==> src/common/capi_defines.svh <==
`ifndef CAPI_DEFINES_SVH
`define CAPI_DEFINES_SVH

//////////////////////////////////////////////////////////////
// Host interface widths
//////////////////////////////////////////////////////////////

`define TAG_BITS        8     // Command tag
`define HALF_BITS       512   // One half of a cache line
`define DOUBLE_WORDS    8     // Parity bits per half
`define HALF_ADDR_BITS  6     // Buffer write address
`define EA_BITS         64    // Effective address

//////////////////////////////////////////////////////////////
// Unit-internal sizing
//////////////////////////////////////////////////////////////

`define LINE_FIFO_DEPTH 2     // Assembled lines held for the consumer

`endif

==> src/common/afu_pkg.sv <==
`include "capi_defines.svh"

package afu_pkg;

  typedef enum logic [2:0] {
    CMD_NONE = 3'd0,
    CMD_READ = 3'd1,
    CMD_WED  = 3'd2
  } cmd_type_t;

  // Outstanding command, as kept in the tag table
  typedef struct packed {
    logic                valid;
    cmd_type_t           cmd_type;
    logic [`EA_BITS-1:0] ea;
  } command_record_t;

  // Half line after steering and classification
  typedef struct packed {
    logic                  valid;
    logic                  read_data;
    logic                  wed_data;
    logic [`TAG_BITS-1:0]  tag;
    command_record_t       cmd;
    logic [`HALF_BITS-1:0] data;
  } half_line_t;

  //////////////////////////////////////////////////////////////
  // Work element descriptor layout, low bits first on the line
  //////////////////////////////////////////////////////////////

  typedef struct packed {
    logic [2*`HALF_BITS-225:0] reserved;
    logic [31:0]               flags;
    logic [63:0]               size;
    logic [63:0]               dst_addr;
    logic [63:0]               src_addr;
  } wed_fields_t;

  typedef union packed {
    logic [2*`HALF_BITS-1:0] raw;
    wed_fields_t             wed;
  } wed_line_u;

  typedef struct packed {
    logic [`TAG_BITS-1:0]    tag;
    logic [`EA_BITS-1:0]     ea;
    logic [2*`HALF_BITS-1:0] data;
    logic                    tag_error;
    logic                    data_error;
  } line_out_t;

  typedef struct packed {
    logic [`TAG_BITS-1:0] tag;
    logic [63:0]          src_addr;
    logic [63:0]          dst_addr;
    logic [63:0]          size;
    logic [31:0]          flags;
  } wed_out_t;

endpackage

==> src/common/capi_pkg.sv <==
`include "capi_defines.svh"

package capi_pkg;

  // One odd parity bit per 64-bit double word
  typedef logic [`DOUBLE_WORDS-1:0] dw_parity_t;

  // Host write into the read buffer, one half line per write
  typedef struct packed {
    logic                       write_valid;
    logic [`TAG_BITS-1:0]       write_tag;
    logic                       write_tag_parity;   // Odd, over write_tag
    logic [`HALF_ADDR_BITS-1:0] write_address;      // Zero selects the low half
    logic [`HALF_BITS-1:0]      write_data;
    dw_parity_t                 write_parity;
  } buffer_write_t;

endpackage

==> src/read_data/odd_parity.sv <==
`timescale 1ns/1ps

module odd_parity #(
  parameter int WORD_BITS = 64,
  parameter int WORDS     = 8
) (
  input  logic [WORD_BITS*WORDS-1:0] data,
  output logic [WORDS-1:0]           par
);

  // Set when the word alone holds an even count of ones
  genvar i;
  generate
    for (i = 0; i < WORDS; i++) begin : g_word
      assign par[i] = ~^data[i*WORD_BITS +: WORD_BITS];
    end
  endgenerate

endmodule

==> src/read_data/read_data_control.sv <==
`timescale 1ns/1ps
`include "capi_defines.svh"

module read_data_control (
  input  logic                     clock,
  input  logic                     rstn,
  input  logic                     enabled,
  input  capi_pkg::buffer_write_t  buffer_in,
  input  afu_pkg::command_record_t lookup_cmd,
  output afu_pkg::half_line_t      half_out_0,
  output afu_pkg::half_line_t      half_out_1,
  output logic [1:0]               data_read_error   // {tag, data}
);

  import capi_pkg::*;
  import afu_pkg::*;

  buffer_write_t             latched;
  logic                      latched_valid;
  half_line_t                next_half;
  logic [0:0]                tag_par_calc;
  logic [`DOUBLE_WORDS-1:0]  data_par_calc;
  logic                      tag_err;
  logic                      data_err;

  //////////////////////////////////////////////////////////////
  // Input latch
  //////////////////////////////////////////////////////////////

  always_ff @(posedge clock or negedge rstn) begin
    if (!rstn) begin
      latched_valid <= 1'b0;
    end else begin
      latched_valid <= enabled & buffer_in.write_valid;
    end
  end

  always_ff @(posedge clock) begin
    if (enabled && buffer_in.write_valid) begin
      latched <= buffer_in;
    end
  end

  //////////////////////////////////////////////////////////////
  // Parity check
  //////////////////////////////////////////////////////////////

  odd_parity #(
    .WORD_BITS (`TAG_BITS),
    .WORDS     (1)
  ) tag_parity_inst (
    .data (latched.write_tag),
    .par  (tag_par_calc)
  );

  odd_parity #(
    .WORD_BITS (`HALF_BITS / `DOUBLE_WORDS),
    .WORDS     (`DOUBLE_WORDS)
  ) data_parity_inst (
    .data (latched.write_data),
    .par  (data_par_calc)
  );

  assign tag_err  = tag_par_calc[0] ^ latched.write_tag_parity;
  assign data_err = |(data_par_calc ^ latched.write_parity);   // Any double word

  //////////////////////////////////////////////////////////////
  // Classify and steer
  //////////////////////////////////////////////////////////////

  always_comb begin
    next_half       = '0;
    next_half.valid = 1'b1;
    next_half.tag   = latched.write_tag;
    next_half.cmd   = lookup_cmd;
    next_half.data  = latched.write_data;
    case (lookup_cmd.cmd_type)
      CMD_READ: next_half.read_data = 1'b1;
      CMD_WED:  next_half.wed_data  = 1'b1;
      default:  ;                      // Unknown tag, neither flag
    endcase
  end

  always_ff @(posedge clock or negedge rstn) begin
    if (!rstn) begin
      half_out_0      <= '0;
      half_out_1      <= '0;
      data_read_error <= 2'b00;
    end else begin
      half_out_0      <= '0;
      half_out_1      <= '0;
      data_read_error <= 2'b00;
      if (enabled && latched_valid) begin
        if (~|latched.write_address) begin
          half_out_0 <= next_half;    // Low half
        end else begin
          half_out_1 <= next_half;
        end
        data_read_error <= {tag_err, data_err};
      end
    end
  end

endmodule

==> config.mk <==
export PLATFORM = sky130hd
export DESIGN_NAME = read_data_control
export DESIGN_NICKNAME = d
export VERILOG_FILES = /design/src/common/afu_pkg.sv /design/src/common/capi_pkg.sv /design/src/read_data/odd_parity.sv /design/src/read_data/read_data_control.sv
export VERILOG_INCLUDE_DIRS = /design/src /design/src/common
export SDC_FILE = /design/constraint.sdc
export NUM_CORES = 2
export LEC_CHECK = 0
export ABC_CLOCK_PERIOD_IN_PS = 3000
export BUFFER_PORTS_ARGS = -buffer_cell sky130_fd_sc_hd__buf_2
export CAP_MARGIN = 25
export CORE_AREA = 4 4 693 695
export DETAILED_ROUTE_END_ITERATION = 10
export DIE_AREA = 0 0 697 699
export SYNTH_ARGS = -nofsm -noshare
export SYNTH_HDL_FRONTEND = slang
export SYNTH_SLANG_ARGS = --single-unit
export TNS_END_PERCENT = 100
==> constraint.sdc <==
create_clock -name clock -period 3 [get_ports clock]
set_clock_uncertainty 0.1 [all_clocks]
set_input_delay 0.45 -clock clock [delete_from_list [all_inputs] [get_ports clock]]
set_output_delay 0.45 -clock clock [all_outputs]
set_load 0.01 [all_outputs]
# == Word-level counts from Yosys, hierarchy flattened ==
# Index checks and enable logic that the tools add are counted.
# totals
regBits,1720
# op_classes
mux,7
bitwise_logic,3
n_eq_ne,2
reduce_logical,13
# ops
operator,n
$mux 591,4
$reduce_xnor 64->1,8
$reduce_or 8->1,1
$reduce_xnor 8->1,1
$xor 8x8->8,1
$reduce_or 6->1,1
$eq 3x1->1 const B,1
$eq 3x2->1 const B,1
$logic_and 1x1->1,2
$mux 1,2
$mux 2,1
$and 1x1->1,1
$xor 1x1->1,1

# == Logic depth before layout (Yosys ltp) ==
# logic_depth
word_depth,4
depth_mapped,8

# == Modules after synthesis ==
# Synthesis repeated with hierarchy kept, for this count alone.
# unflattened
cells_unflattened,4218
area_unflattened_um2,57969.3
# by_module_without_submodules
mod,area_each_um2,seq_area_each_um2,instances,cells_each
read_data_control,53493.8,45718.8,1,3707
odd_parity (data_parity_inst),4414.2,0.0,1,504
odd_parity (tag_parity_inst),61.3,0.0,1,7

# == Least setup slack after synthesis ==
# OpenSTA, ideal clock, no wires.
# synth_timing
kind,input -> register
startpoint,input enabled
endpoint,register latched_valid
required_ns,1.479
arrival_time_ns,12.467
cell_stages,1
slack_ns,-10.988
path_cell_list,and2_1
# synth_between
elab_chain_cells,1
# synth_rtl
element,line_no,rtl
start: declaration,read_data_control.sv:7,"input logic enabled,"
$and 1x1->1,read_data_control.sv:34,latched_valid <= enabled & buffer_in.write_valid;
end signal: assignment,read_data_control.sv:34,
end: declaration,read_data_control.sv:19,logic latched_valid;
# No other way between the ends.
# A chain may end at the register's enable or synchronous reset.

# == Worst setup path in the final report ==
# layout_timing
startpoint,register latched[76] in the netlist's numbering
endpoint,register data_read_error[0]
# layout_between
elab_chain_cells,4
# layout_rtl
element,line_no,rtl
start: declaration,read_data_control.sv:18,buffer_write_t latched;
start signal: assignment,read_data_control.sv:40,latched <= buffer_in;
$reduce_xnor 64->1,odd_parity.sv:15,assign par[i] = ~^data[i*WORD_BITS +: WORD_BITS];
$xor 8x8->8,read_data_control.sv:65,assign data_err = |(data_par_calc ^ latched.write_parity);
$reduce_or 8->1,read_data_control.sv:65,
$mux 2,read_data_control.sv:93,if (enabled && latched_valid) begin
end signal: assignment,read_data_control.sv:99,"data_read_error <= {tag_err, data_err};"
end: declaration,read_data_control.sv:12,output logic [1:0] data_read_error
# No other way between the ends.

==> summary.txt <==
Outcome
  – Status: complete, no violations

Route
  – M1 wire length: approximately 150,000 µm
  – Routed vias/inst: approximately 3.2
  – Remaining DRCs: 0
  – Routed Antenna Nets: 0
  – Final WL: 391,000 µm
  – Max layer used: met5
  – Met2 wire length: 177,000 µm
  – Drt pass-1 iters: 5
  – WL/cell: 30.7 µm
  – DRT iter0 DRCs: 3,522
  – Vias: 40.4k
  – WL met3: 44,200 µm

Synth
  – Sequential share of the synthesized area: 78.3%
  – Number of synthesized flops with an enable pin: between 500 and 600
  – Synth unique cells: 17
  – Gate Count Post-Synth: about 3.5k
  – Seq cells post-synth: ~1.7k
  – Post-Synthesis Cell Area: 0.0584 mm²
  – Area share of the largest cell type after synthesis: 50.8%
  – Post-Syn Nets: 4,143
  – Async S/R FF share, synth: 68.9%
  – Synth Flop Type: dfrtp_1
  – Mean post-synth cell area: 16.5 µm²
  – Most common cell in the synthesized netlist: dfrtp_1
  – Yosys Warn Count: 0
  – Biggest area consumer among synthesized cells: dfrtp_1
  – Area contributors post-synth: dfrtp_1 51%, edfxtp_1 28%, and2_1 13%
  – Commonest cells in the netlist: 1,185 x dfrtp_1, 1,175 x and2_1, 535 x edfxtp_1

Timing
  – Final Setup Violations: 0
  – Slew @ Worst Pin: 0.812 ns
  – RSZ-0062 raised after global routing: false
  – Peak Freq: 0.348 GHz
  – Fin Hold WS: between 0.1 and 0.15 ns
  – Crit path time final: 2.87 ns
  – Max_slew headroom: 45.9%
  – TNS Setup: 0 ns
  – Final slew viol count: 0
  – Final Hold Vio Count: 0
  – Final setup margin: 0.126 ns
  – Final worst-path cycle share: a little over nine tenths

Power
  – Seq pwr share: between 40% and 50%
  – Net Switching: 16.6 mW
  – Maximum vdd drop: 0.536 mV
  – Power Density: 667 mW/mm²
  – Lkg Pwr: ~43 nW
  – Clock Power Share: 42.3%
  – Sw frac: between 20% and 30%
  – Comb pwr share: ~15%
  – Internal power: ~44 mW

Layout
  – Synth-to-layout area growth: 54.5%
  – Share of post-route cells with drive strength above 1: 37.4%
  – Post-layout nets: 6,881

Setup path
  – Critical Path Max Stage Delay: 0.60 ns
  – Critical Path Source Type: flop
  – Setup CP Type: reg2reg
  – Setup crit end kind: flop
  – CP cell instances: xor2_4, xnor2_4, xnor2_2, xnor3_1, xnor3_2, nor4_2, a41oi_1
  – Family with the most delay on the worst path: XOR/XNOR gates
  – Worst path required time: 3.66 ns
  – Crit-path max FO: 3
  – Slowest-stage cell, CP: edfxtp_1
  – Bufs and invs on worst path: 0
  – WP data arrival: 3.53 ns

Place
  – Gpl congestion: between 0.9 and 1
  – DP Worst Slack: -0.359 ns
  – I/O Buffers: between 1.5k and 2k
  – HPWL after DPL: 330,000 µm

CTS
  – Clock slew at reported path FFs: about 0.08 ns
  – Clock Tree Root: clkbuf_16
  – Skew-Pair Late Insertion Delay: 0.89 ns
  – CTS buffer count: 198
  – Clock Sinks: ~1.7k
  – H-tree depth: 4
  – Max Root-Sink Buffers: 4
  – CTS tree: yes

Floorplan
  – Floorplan row count: 253
  – IO Pins: 1,791
  – Die H: 699 µm
  – Die Area: 0.487 mm²
  – Starting Density: 12.3%
  – Core area: 0.474 mm²
  – Die X-Extent: roughly 700 µm

GRT
  – Vias in the first global route: 42.5k
  – Antenna violations before repair: 83
  – GRT Total Usage: between 10% and 20%
  – Largest net degree at the start of global routing: between 100 and 150
  – First-pass GRT wire length: 490,000 µm
  – Remaining global-route overflow: 0

Hold path
  – Hold Crit Class: in2async

Job
  – Max Cap Viol: 0
## cells in the final DEF (no fill, tap or decap), drive strengths merged, types with 9 or more instances in the layout
cell type	n
clkinv	64
dlygate4sd3	606
xnor2	392
diode	35
xor2	64
inv	23
xnor3	32
clkbuf	252
dfrtp	1185
bufinv	18
nor2	10
clkinvlp	9
edfxtp	535
buf	2062
and2	1177
## layer usage
layer | vias to the layer above | track usage, %
met5 | - | 0
met2 | 2049 | 24.7
met3 | 517 | 7.17
met1 | 21002 | 18.0
met4 | 48 | 6.32
li1 | 16828 | -
## state kept, by name, indices dropped and copies added (netlist names)
| signal | flops |
|---|---|
| data_read_error | 2 |
| half_out_0 | 591 |
| half_out_1 | 591 |
| latched | 535 |
| latched_valid | 1 |
## final timing paths
check                      slack (ns)  depth (start not counted)                 end           start
max reg2reg                      0.13                          7  data_read_error[0]     latched[76]
min in group clock               0.16                          2        latched[411]  buffer_in[411]
max                              0.13                          7  data_read_error[0]     latched[76]
min reg2reg                      0.40                          1     half_out_0[240]    latched[248]
max in group asynchronous        1.52                          5     half_out_0[258]            rstn
min                              0.11                          2     half_out_0[465]            rstn
## through the flow
| stage | util, % | cell area [µm²] | power, mW | std cells |
|---|---|---|---|---|
| after floorplan | - | 58400 | 29.1 | 3536 |
| after global placement | 16.3 | 77200 | 35.0 | 11710 |
| after detailed placement | 16.3 | 77200 | 35.0 | 11710 |
| after CTS | 19.0 | 90000 | 61.8 | 12680 |
| after global routing | 19.0 | 90200 | 62.8 | 12695 |
| final | 19.0 | 90200 | 60.2 | 12720 |
## cell type report
cell class | count | area [µm²]
inverters | 2 | 22.5
fillers | 51182 | 384000
multi-input cells | 1684 | 12300
well taps | 6247 | 7820
clock buffers | 252 | 5430
clock inverters | 112 | 1300
diodes | 35 | 87.6
flip-flops and latches | 1720 | 45700
repair buffers | 2668 | 17500
## cell families (layout without fill, tap and decap cells)
kind of cell,count (synthesis),count (layout),synth area share [%]
AOI/OAI and AO/OA,1,1,0.0150
buffers and inverters,132,3034,0.849
and+or+nand+nor,1195,1195,12.8
xor gates and xnor gates,488,488,8.08
DFF,1720,1720,78.3
other,0,35,0
## power by group through the flow
stage | Combinational (mW) | Sequential (mW) | Clock, mW
floorplan | 3.14 | 26.0 | 0
global placement | 8.84 | 26.2 | 0
detailed placement | 8.77 | 26.2 | 0
CTS | 9.75 | 25.8 | 26.3
global route | 9.87 | 25.8 | 27.1
finish | 8.96 | 25.8 | 25.5
## timing repair
| action | in CTS | in global routing |
|---|---|---|
| gates resized for setup | 11 | 10 |
| setup buffers | 0 | 7 |
| endpoints found under the setup margin | 1 | 1 |
| gates cloned | 0 | 0 |
| pin swaps | 5 | 10 |
| hold buffers | 606 | 0 |
| hold endpoints to repair | 1309 | 0 |
Note: power is estimated with default switching activity, not from simulation.
